File: config.mk
export PLATFORM = sky130hd
export DESIGN_NAME = udp_pattern_source
export DESIGN_NICKNAME = d
export VERILOG_FILES = /design/src/source/cmd_pkg.sv /design/src/source/stream_pkg.sv /design/src/source/cmd_decoder.sv /design/src/source/cmd_rx_filter.sv /design/src/source/pattern_burst_gen.sv /design/src/source/tx_frame_buffer.sv /design/src/source/udp_pattern_source.sv
export SDC_FILE = /design/constraint.sdc
export NUM_CORES = 2
export LEC_CHECK = 0
export BUFFER_PORTS_ARGS = -buffer_cell sky130_fd_sc_hd__buf_2
export CAP_MARGIN = 0
export CORE_MARGIN = 3
export CORE_UTILIZATION = 24
export CTS_BUF_LIST = sky130_fd_sc_hd__clkbuf_8
export CTS_CLUSTER_DIAMETER = 40
export DETAILED_ROUTE_END_ITERATION = 10
export PLACE_DENSITY = 0.48
export SYNTH_ARGS = -nofsm -noshare
export SYNTH_HDL_FRONTEND = slang
export SYNTH_SLANG_ARGS = --single-unit
File: constraint.sdc
create_clock -name clk -period 7.37 [get_ports clk]
set_input_delay 0.3685 -clock clk [delete_from_list [all_inputs] [get_ports clk]]
set_output_delay 0.3685 -clock clk [all_outputs]
set_load 0.01 [all_outputs]
File: src/source/cmd_pkg.sv
// Command word layout, command codes and the two-view command word union
`default_nettype none

package cmd_pkg;

    localparam int CMD_WIDTH       = 64;
    localparam int PKT_COUNT_WIDTH = 32;

    // Arg in the upper half, tag in the lower half
    typedef struct packed {
        logic [31:0] arg;
        logic [31:0] tag;
    } cmd_tagged_t;

    // Same word read as one 64-bit code or as tag plus arg
    typedef union packed {
        logic [CMD_WIDTH-1:0] raw;
        cmd_tagged_t          tagged_view;
    } cmd_word_t;

    // ASCII codes, little endian
    localparam logic [CMD_WIDTH-1:0] TRIGGER_WORD = 64'h5F52_4547_4749_5254;
    localparam logic [31:0] TAG_DOTS = 32'h2E2E_2E2E;
    localparam logic [31:0] ARG_INIT = 32'h5449_4E49;
    localparam logic [31:0] ARG_FINI = 32'h494E_4946;
    localparam logic [31:0] TAG_PKT  = 32'h2354_4B50;

endpackage

`default_nettype wire

File: src/source/stream_pkg.sv
// Stream widths, packet size, UDP port and address defaults, FIFO depth
`default_nettype none

package stream_pkg;

    localparam int DATA_WIDTH = 64;
    localparam int IP_WIDTH   = 32;

    // Packet geometry
    localparam int PKT_WORDS                = 16;
    localparam logic [31:0] DEFAULT_PKT_COUNT = 32'd4;

    // Frames to this port carry commands
    localparam logic [15:0] CMD_PORT = 16'd1234;

    // 192.168.1.100
    localparam logic [IP_WIDTH-1:0] DEFAULT_DEST_IP = {8'd192, 8'd168, 8'd1, 8'd100};

    localparam int FIFO_DEPTH = 32;

endpackage

`default_nettype wire

File: src/source/cmd_decoder.sv
// Command decoder producing armed state, burst packet count and trigger pulse
`timescale 1ns/1ps
`default_nettype none

module cmd_decoder (
    input  logic                                clk,
    input  logic                                rst,
    input  logic                                cmd_valid,
    input  cmd_pkg::cmd_word_t                  cmd_word,
    output logic                                armed,
    output logic [cmd_pkg::PKT_COUNT_WIDTH-1:0] pkt_count,
    output logic                                trigger_pulse
);
    import cmd_pkg::*;
    import stream_pkg::*;

    logic [31:0] arg;
    logic [31:0] tag;

    assign arg = cmd_word.tagged_view.arg;
    assign tag = cmd_word.tagged_view.tag;

    always_ff @(posedge clk) begin
        if (rst) begin
            armed         <= 1'b0;
            pkt_count     <= DEFAULT_PKT_COUNT;
            trigger_pulse <= 1'b0;
        end else begin
            trigger_pulse <= cmd_valid && (cmd_word.raw == TRIGGER_WORD);
            if (cmd_valid) begin
                if (tag == TAG_DOTS) begin
                    if (arg == ARG_INIT) begin
                        armed <= 1'b1;
                    end else if (arg == ARG_FINI) begin
                        armed <= 1'b0;
                    end
                end else if (tag == TAG_PKT) begin
                    // Count arrives most significant byte first
                    pkt_count <= {arg[7:0], arg[15:8], arg[23:16], arg[31:24]};
                end
            end
        end
    end

endmodule

`default_nettype wire

File: src/source/cmd_rx_filter.sv
// Receive side frame tracker with port match, sender address capture
// and first payload word extraction
`timescale 1ns/1ps
`default_nettype none

module cmd_rx_filter (
    input  logic                           clk,
    input  logic                           rst,
    input  logic                           rx_hdr_valid,
    output logic                           rx_hdr_ready,
    input  logic [15:0]                    rx_dest_port,
    input  logic [stream_pkg::IP_WIDTH-1:0]   rx_source_ip,
    input  logic                           rx_payload_valid,
    output logic                           rx_payload_ready,
    input  logic [stream_pkg::DATA_WIDTH-1:0] rx_payload_data,
    input  logic                           rx_payload_last,
    output logic                           cmd_valid,
    output cmd_pkg::cmd_word_t             cmd_word,
    output logic [stream_pkg::IP_WIDTH-1:0]   tx_dest_ip
);
    import stream_pkg::*;

    localparam logic [1:0] S_HDR   = 2'd0;
    localparam logic [1:0] S_FIRST = 2'd1;
    localparam logic [1:0] S_REST  = 2'd2;

    logic [1:0] state;
    logic       cmd_match;
    logic       hdr_fire;
    logic       pay_fire;

    assign rx_hdr_ready     = (state == S_HDR);
    assign rx_payload_ready = (state != S_HDR);
    assign hdr_fire         = rx_hdr_valid && rx_hdr_ready;
    assign pay_fire         = rx_payload_valid && rx_payload_ready;

    always_ff @(posedge clk) begin
        if (rst) begin
            state      <= S_HDR;
            cmd_match  <= 1'b0;
            cmd_valid  <= 1'b0;
            tx_dest_ip <= DEFAULT_DEST_IP;
        end else begin
            cmd_valid <= 1'b0;
            case (state)
                S_HDR: begin
                    if (hdr_fire) begin
                        cmd_match <= (rx_dest_port == CMD_PORT);
                        // Replies go back to whoever sent the command
                        if (rx_dest_port == CMD_PORT) begin
                            tx_dest_ip <= rx_source_ip;
                        end
                        state <= S_FIRST;
                    end
                end
                S_FIRST: begin
                    if (pay_fire) begin
                        cmd_valid <= cmd_match;
                        state     <= rx_payload_last ? S_HDR : S_REST;
                    end
                end
                default: begin
                    // Drain the rest of the frame
                    if (pay_fire && rx_payload_last) begin
                        state <= S_HDR;
                    end
                end
            endcase
        end
    end

    // First word only, held until the next command
    always_ff @(posedge clk) begin
        if (state == S_FIRST && pay_fire && cmd_match) begin
            cmd_word.raw <= rx_payload_data;
        end
    end

    // One command per frame
    assert property (@(posedge clk) disable iff (rst) cmd_valid |=> !cmd_valid);

endmodule

`default_nettype wire

File: src/source/pattern_burst_gen.sv
// Burst FSM emitting counting words, with a last flag closing each packet
`timescale 1ns/1ps
`default_nettype none

module pattern_burst_gen #(
    parameter int words_per_pkt = stream_pkg::PKT_WORDS
) (
    input  logic                                clk,
    input  logic                                rst,
    input  logic                                armed,
    input  logic [cmd_pkg::PKT_COUNT_WIDTH-1:0] pkt_count,
    input  logic                                trigger_pulse,
    output logic                                gen_valid,
    input  logic                                gen_ready,
    output logic [stream_pkg::DATA_WIDTH-1:0]   gen_data,
    output logic                                gen_last
);
    import cmd_pkg::*;

    localparam int IDX_W = $clog2(words_per_pkt);

    localparam logic [1:0] ST_IDLE   = 2'd0;
    localparam logic [1:0] ST_STREAM = 2'd1;
    localparam logic [1:0] ST_LAST   = 2'd2;

    logic [1:0]                 state;
    logic [IDX_W-1:0]           word_idx;
    logic [PKT_COUNT_WIDTH-1:0] pkt_idx;
    logic [PKT_COUNT_WIDTH-1:0] burst_len;

    always_ff @(posedge clk) begin
        if (rst) begin
            state     <= ST_IDLE;
            gen_valid <= 1'b0;
            gen_last  <= 1'b0;
            word_idx  <= '0;
            pkt_idx   <= '0;
            burst_len <= '0;
        end else begin
            case (state)
                ST_IDLE: begin
                    // Triggers while disarmed, or for zero packets, do nothing
                    if (trigger_pulse && armed && pkt_count != '0) begin
                        state     <= ST_STREAM;
                        gen_valid <= 1'b1;
                        gen_last  <= 1'b0;
                        word_idx  <= '0;
                        pkt_idx   <= '0;
                        burst_len <= pkt_count;
                    end
                end
                ST_STREAM: begin
                    if (gen_ready) begin
                        word_idx <= word_idx + 1'b1;
                        if (word_idx == IDX_W'(words_per_pkt - 2)) begin
                            gen_last <= 1'b1;
                            state    <= ST_LAST;
                        end
                    end
                end
                default: begin
                    if (gen_ready) begin
                        gen_last <= 1'b0;
                        word_idx <= '0;
                        if (pkt_idx == burst_len - 1'b1) begin
                            gen_valid <= 1'b0;
                            state     <= ST_IDLE;
                        end else begin
                            pkt_idx <= pkt_idx + 1'b1;
                            state   <= ST_STREAM;
                        end
                    end
                end
            endcase
        end
    end

    // Counter restarts per burst and runs on across packets
    always_ff @(posedge clk) begin
        if (state == ST_IDLE) begin
            gen_data <= '0;
        end else if (gen_ready) begin
            gen_data <= gen_data + 1'b1;
        end
    end

    // Stalled word stays put
    assert property (@(posedge clk) disable iff (rst)
        gen_valid && !gen_ready |=> gen_valid && $stable(gen_data) && $stable(gen_last));

endmodule

`default_nettype wire

File: src/source/tx_frame_buffer.sv
// Transmit word FIFO with last flag and per-packet UDP header framer
`timescale 1ns/1ps
`default_nettype none

module tx_frame_buffer (
    input  logic                              clk,
    input  logic                              rst,
    input  logic                              gen_valid,
    output logic                              gen_ready,
    input  logic [stream_pkg::DATA_WIDTH-1:0] gen_data,
    input  logic                              gen_last,
    output logic                              tx_hdr_valid,
    input  logic                              tx_hdr_ready,
    output logic                              tx_payload_valid,
    input  logic                              tx_payload_ready,
    output logic [stream_pkg::DATA_WIDTH-1:0] tx_payload_data,
    output logic                              tx_payload_last
);
    import stream_pkg::*;

    localparam int AW = $clog2(FIFO_DEPTH);

    // Each entry is {last, data}
    logic [DATA_WIDTH:0] mem [FIFO_DEPTH];

    logic [AW:0] wr_ptr;
    logic [AW:0] rd_ptr;
    logic [AW:0] occupancy;
    logic        full;
    logic        empty;
    logic        wr_en;
    logic        rd_en;
    logic        in_pkt;

    assign occupancy = wr_ptr - rd_ptr;
    assign full      = (occupancy == (AW + 1)'(FIFO_DEPTH));
    assign empty     = (wr_ptr == rd_ptr);

    assign gen_ready = !full;
    assign wr_en     = gen_valid && gen_ready;

    // Header first, then the payload path opens for one packet
    assign tx_hdr_valid     = !in_pkt && !empty;
    assign tx_payload_valid = in_pkt && !empty;
    assign rd_en            = tx_payload_valid && tx_payload_ready;

    assign tx_payload_data = mem[rd_ptr[AW-1:0]][DATA_WIDTH-1:0];
    assign tx_payload_last = mem[rd_ptr[AW-1:0]][DATA_WIDTH];

    always_ff @(posedge clk) begin
        if (wr_en) begin
            mem[wr_ptr[AW-1:0]] <= {gen_last, gen_data};
        end
    end

    always_ff @(posedge clk) begin
        if (rst) begin
            wr_ptr <= '0;
            rd_ptr <= '0;
            in_pkt <= 1'b0;
        end else begin
            if (wr_en) begin
                wr_ptr <= wr_ptr + 1'b1;
            end
            if (rd_en) begin
                rd_ptr <= rd_ptr + 1'b1;
            end
            if (tx_hdr_valid && tx_hdr_ready) begin
                in_pkt <= 1'b1;
            end else if (rd_en && tx_payload_last) begin
                in_pkt <= 1'b0;
            end
        end
    end

    // A write never lands on the slot of an unread entry
    assert property (@(posedge clk) disable iff (rst)
        wr_en |-> (wr_ptr[AW] == rd_ptr[AW]) || (wr_ptr[AW-1:0] != rd_ptr[AW-1:0]));

    // After a packet's last word the next payload waits for its own header
    assert property (@(posedge clk) disable iff (rst)
        rd_en && tx_payload_last |=> !tx_payload_valid);

endmodule

`default_nettype wire

File: src/source/udp_pattern_source.sv
// Top level joining receive filter, command decoder, burst generator
// and transmit buffer
`timescale 1ns/1ps
`default_nettype none

module udp_pattern_source (
    input  logic                              clk,
    input  logic                              rst,
    input  logic                              rx_hdr_valid,
    output logic                              rx_hdr_ready,
    input  logic [15:0]                       rx_dest_port,
    input  logic [stream_pkg::IP_WIDTH-1:0]   rx_source_ip,
    input  logic                              rx_payload_valid,
    output logic                              rx_payload_ready,
    input  logic [stream_pkg::DATA_WIDTH-1:0] rx_payload_data,
    input  logic                              rx_payload_last,
    output logic                              tx_hdr_valid,
    input  logic                              tx_hdr_ready,
    output logic [stream_pkg::IP_WIDTH-1:0]   tx_dest_ip,
    output logic                              tx_payload_valid,
    input  logic                              tx_payload_ready,
    output logic [stream_pkg::DATA_WIDTH-1:0] tx_payload_data,
    output logic                              tx_payload_last,
    output logic                              armed
);
    import cmd_pkg::*;
    import stream_pkg::*;

    logic                       cmd_valid;
    cmd_word_t                  cmd_word;
    logic [PKT_COUNT_WIDTH-1:0] pkt_count;
    logic                       trigger_pulse;
    logic                       gen_valid;
    logic                       gen_ready;
    logic [DATA_WIDTH-1:0]      gen_data;
    logic                       gen_last;

    cmd_rx_filter u_filter (
        .clk              (clk),
        .rst              (rst),
        .rx_hdr_valid     (rx_hdr_valid),
        .rx_hdr_ready     (rx_hdr_ready),
        .rx_dest_port     (rx_dest_port),
        .rx_source_ip     (rx_source_ip),
        .rx_payload_valid (rx_payload_valid),
        .rx_payload_ready (rx_payload_ready),
        .rx_payload_data  (rx_payload_data),
        .rx_payload_last  (rx_payload_last),
        .cmd_valid        (cmd_valid),
        .cmd_word         (cmd_word),
        .tx_dest_ip       (tx_dest_ip)
    );

    cmd_decoder u_decoder (
        .clk           (clk),
        .rst           (rst),
        .cmd_valid     (cmd_valid),
        .cmd_word      (cmd_word),
        .armed         (armed),
        .pkt_count     (pkt_count),
        .trigger_pulse (trigger_pulse)
    );

    pattern_burst_gen #(
        .words_per_pkt (PKT_WORDS)
    ) u_gen (
        .clk           (clk),
        .rst           (rst),
        .armed         (armed),
        .pkt_count     (pkt_count),
        .trigger_pulse (trigger_pulse),
        .gen_valid     (gen_valid),
        .gen_ready     (gen_ready),
        .gen_data      (gen_data),
        .gen_last      (gen_last)
    );

    tx_frame_buffer u_txbuf (
        .clk              (clk),
        .rst              (rst),
        .gen_valid        (gen_valid),
        .gen_ready        (gen_ready),
        .gen_data         (gen_data),
        .gen_last         (gen_last),
        .tx_hdr_valid     (tx_hdr_valid),
        .tx_hdr_ready     (tx_hdr_ready),
        .tx_payload_valid (tx_payload_valid),
        .tx_payload_ready (tx_payload_ready),
        .tx_payload_data  (tx_payload_data),
        .tx_payload_last  (tx_payload_last)
    );

endmodule

`default_nettype wire

==> flow_metrics.py <==
metrics = {
    "outcome": {
        "status": "completed",
    },
    "sta": {
        "period_needed_ns": 4.948,
        "hold_viol": 0,
        "setup_viol": 0,
        "fin_crit_sh": 0.6714,
        "fmax_mhz": 202.1,
        "tightestPinTransition_ns": 1.233,
        "grt_setup_unrepaired": "false",
        "slew_viol_final": 0,
        "setup_tns_ns": 0,
        "max_slew_margin": 0.1770,
        "skew_ns": 0.1349,
    },
    "detailed_routing": {
        "vias": 45881,
        "vias_per_cell": 4.422,
        "drt_iter0_markers": 3609,
        "firstDrtPassIters": 5,
        "routedWlPerCell_microns": 24.06,
        "ant_nets": 0,
        "totalWireLength_mm": 249.6,
        "drc": 0,
    },
    "cts": {
        "clockBufferDepth": 4,
        "cts-root-buf": "clkbuf_8",
        "ctsHtreeMaxLevel": 5,
        "insertion_delay_ns": 1.08,
        "numCtsBuffers": 401,
        "cts.reportedPaths.clkPinSlew_ns": 0.06,
        "cts.sinks": 2367,
        "cts_tree": "done",
    },
    "synthesis": {
        "synth_most_common_cell": "edfxtp_1",
        "syn-num-nets": 4476,
        "avgSynthCellArea_sq_um": 21.03,
        "synth_area_leaders": "edfxtp_1 71%, mux4_2 16%, dfxtp_1 4.9%",
        "ys_seq_elements": 2367,
        "synth_common_cells": "2144 x edfxtp_1, 650 x mux4_2, 223 x dfxtp_1",
        "netlist_instances": 4342,
        "ys_seq_area_frac": 0.7541,
        "yosysTopAreaCell": "edfxtp_1",
        "synth_top_area_frac": 0.7052,
        "synthDistinctLibCells": 68,
        "async_flop_share": 0,
        "synth-main-ff-cell": "edfxtp_1",
        "synth-warning-count": 0,
        "synth_edf_count": 2144,
        "syn_area_sq_mm": 0.09130,
    },
    "critical_path": {
        "worst_setup_path_end_kind": "primary output",
        "required_ns": 7.00,
        "cp.arrival_ns": 4.58,
        "cp_max_fo": 37,
        "crit_type": "flop to primary output",
        "start_kind": "flop",
    },
    "finish": {
        "syn_to_final_growth_pct": 19.07,
        "drive_above_1_share": 0.3079,
        "fin_area_sq_mm": 0.1087,
        "nets": 5191,
    },
    "floorplanning": {
        "io_pins": 221,
        "core_sq_mm": 0.3772,
        "die_w_microns": 622.8,
        "die_area_sq_mm": 0.3878,
        "rows": 225,
        "fp.dieH_microns": 622.8,
        "start_util": 0.2420,
    },
    "global_routing": {
        "grt_pass1_wl_mm": 357.9,
        "grt_use_total": 0.1258,
        "grt_pass1_vias": 48662,
        "overflow": 0,
        "grt_max_degree": 129,
        "antenna_found_initial": 7,
    },
    "worst_hold_path": {
        "timing.hold.worst.class": "primary input to flop",
    },
    "pwr": {
        "max-vdd-ir-drop_v": 0.0001568,
        "power_density_mw_per_mm2": 238.0,
        "power_leakage_nw": 33.47,
    },
    "placed_design": {
        "globalplace.congestion": 0.7768,
        "hpwl_mm": 139.7,
        "portBuffers": 220,
        "dpl_cell_area_sq_mm": 0.09933,
    },
    "job": {
        "cap_viol_max_count": 0,
    },
}
==> worst paths after layout <==
check	cells after the start	to	slack, ns	startpoint
max	6	tx_payload_data[25]	2.42	flop
max reg2reg	9	u_txbuf.mem[6][46]	2.66	u_txbuf.wr_ptr[4]
min	2	u_filter.cmd_word[23]	0.14	rx_payload_data[23]
min reg2reg	2	u_gen.word_idx[2]	0.49	u_gen.word_idx[2]
==> power breakdown <==
part	total [mW]	internal [mW]	leakage (nW)	switching, mW
logic	0.110	0.0693	7.76	0.0410
registers	14.4	14.4	21.4	0.000661
clock network	11.3	5.96	4.32	5.38
total	25.9	20.4	33.5	5.42
==> through the flow <==
stage	instances	total power, mW	util	hold WS, ns	worst slack, ns
floorplan	4342	14.72	-	0.4323	1.706
global placement	9478	14.76	0.2633	0.4374	2.532
detailed placement	9478	14.76	0.2633	0.4451	2.655
CTS	10375	26.24	0.2882	0.0002998	2.113
global route	10376	26.85	0.2882	0.06916	2.075
finish	10376	25.87	0.2882	0.1384	2.422
==> metal layers <==
| metal | share of wire | track usage |
|---|---|---|
| met5 | 0 | 0 |
| met4 | 0.021 | 0.03222 |
| met3 | 0.049 | 0.01962 |
| met2 | 0.50 | 0.2169 |
| met1 | 0.43 | 0.1647 |
==> cells by family after synthesis <==
| family | count (synthesis) | share of synthesized area |
|---|---|---|
| AO/OA/AOI/OAI | 159 | 0.01047 |
| XOR/XNOR | 103 | 0.009881 |
| adder cells (fa/ha/maj) | 15 | 0.002056 |
| buffers and inverters | 243 | 0.01024 |
| flip-flops | 2367 | 0.7541 |
| multiplexers | 780 | 0.1755 |
| AND/OR/NAND/NOR | 675 | 0.03780 |
==> worst max-delay path: stages (launching register included) <==
cell     delay [ns]
dfxtp_4        0.95
buf_4          0.50
buf_4          0.47
mux4_2         0.60
mux4_2         0.56
mux2_2         0.32
buf_2          0.14
==> cells in the final DEF, fill, tap and decap left out, types with 53 or more instances in the layout <==
cell and instances:
nand3_1 53, clkinv_1 94, nand2_1 146, buf_4 127, a21oi_1 76, nor2_1 179, inv_1 144, buf_2 219
mux4_2 650, clkbuf_8 416, mux2i_1 65, mux2_2 65, dlygate4sd3_1 170, xor2_1 59, edfxtp_1 2144, dfxtp_1 211
==> final cells by class <==
cell class / count / area, sq um
Fill cell: 37042 / 268500
Sequential cell: 2367 / 68870
Multi-Input combinational cell: 1732 / 21800
Tap cell: 4994 / 6248
Clock buffer: 416 / 5725
Timing Repair Buffer: 529 / 4011
Clock inverter: 311 / 1946
Inverter: 26 / 97.59
Antenna cell: 1 / 2.502
==> registers in the layout, summed over array words and instances (netlist names), named ones only <==
name,cells
u_decoder.trigger_pulse,1
u_filter.cmd_word,64
u_gen.pkt_idx,32
u_gen.burst_len,32
u_gen.gen_data,64
u_gen.word_idx,4
u_filter.state,2
u_txbuf.in_pkt,1
u_filter.cmd_match,1
u_gen.gen_last,1
u_gen.gen_valid,1
u_txbuf.mem,2080
u_txbuf.wr_ptr,6
u_decoder.armed,1
u_decoder.pkt_count,32
u_txbuf.rd_ptr,6
u_gen.state,1
u_filter.cmd_valid,1
u_filter.tx_dest_ip,32
==> timing repair <==
| item | in CTS | in global routing |
|---|---|---|
| endpoints found under the hold margin | 121 | 0 |
| hold buffers | 170 | 0 |
| setup buffers | 0 | 0 |
| resized for setup | 0 | 0 |
(Power assumes the default switching activity.)
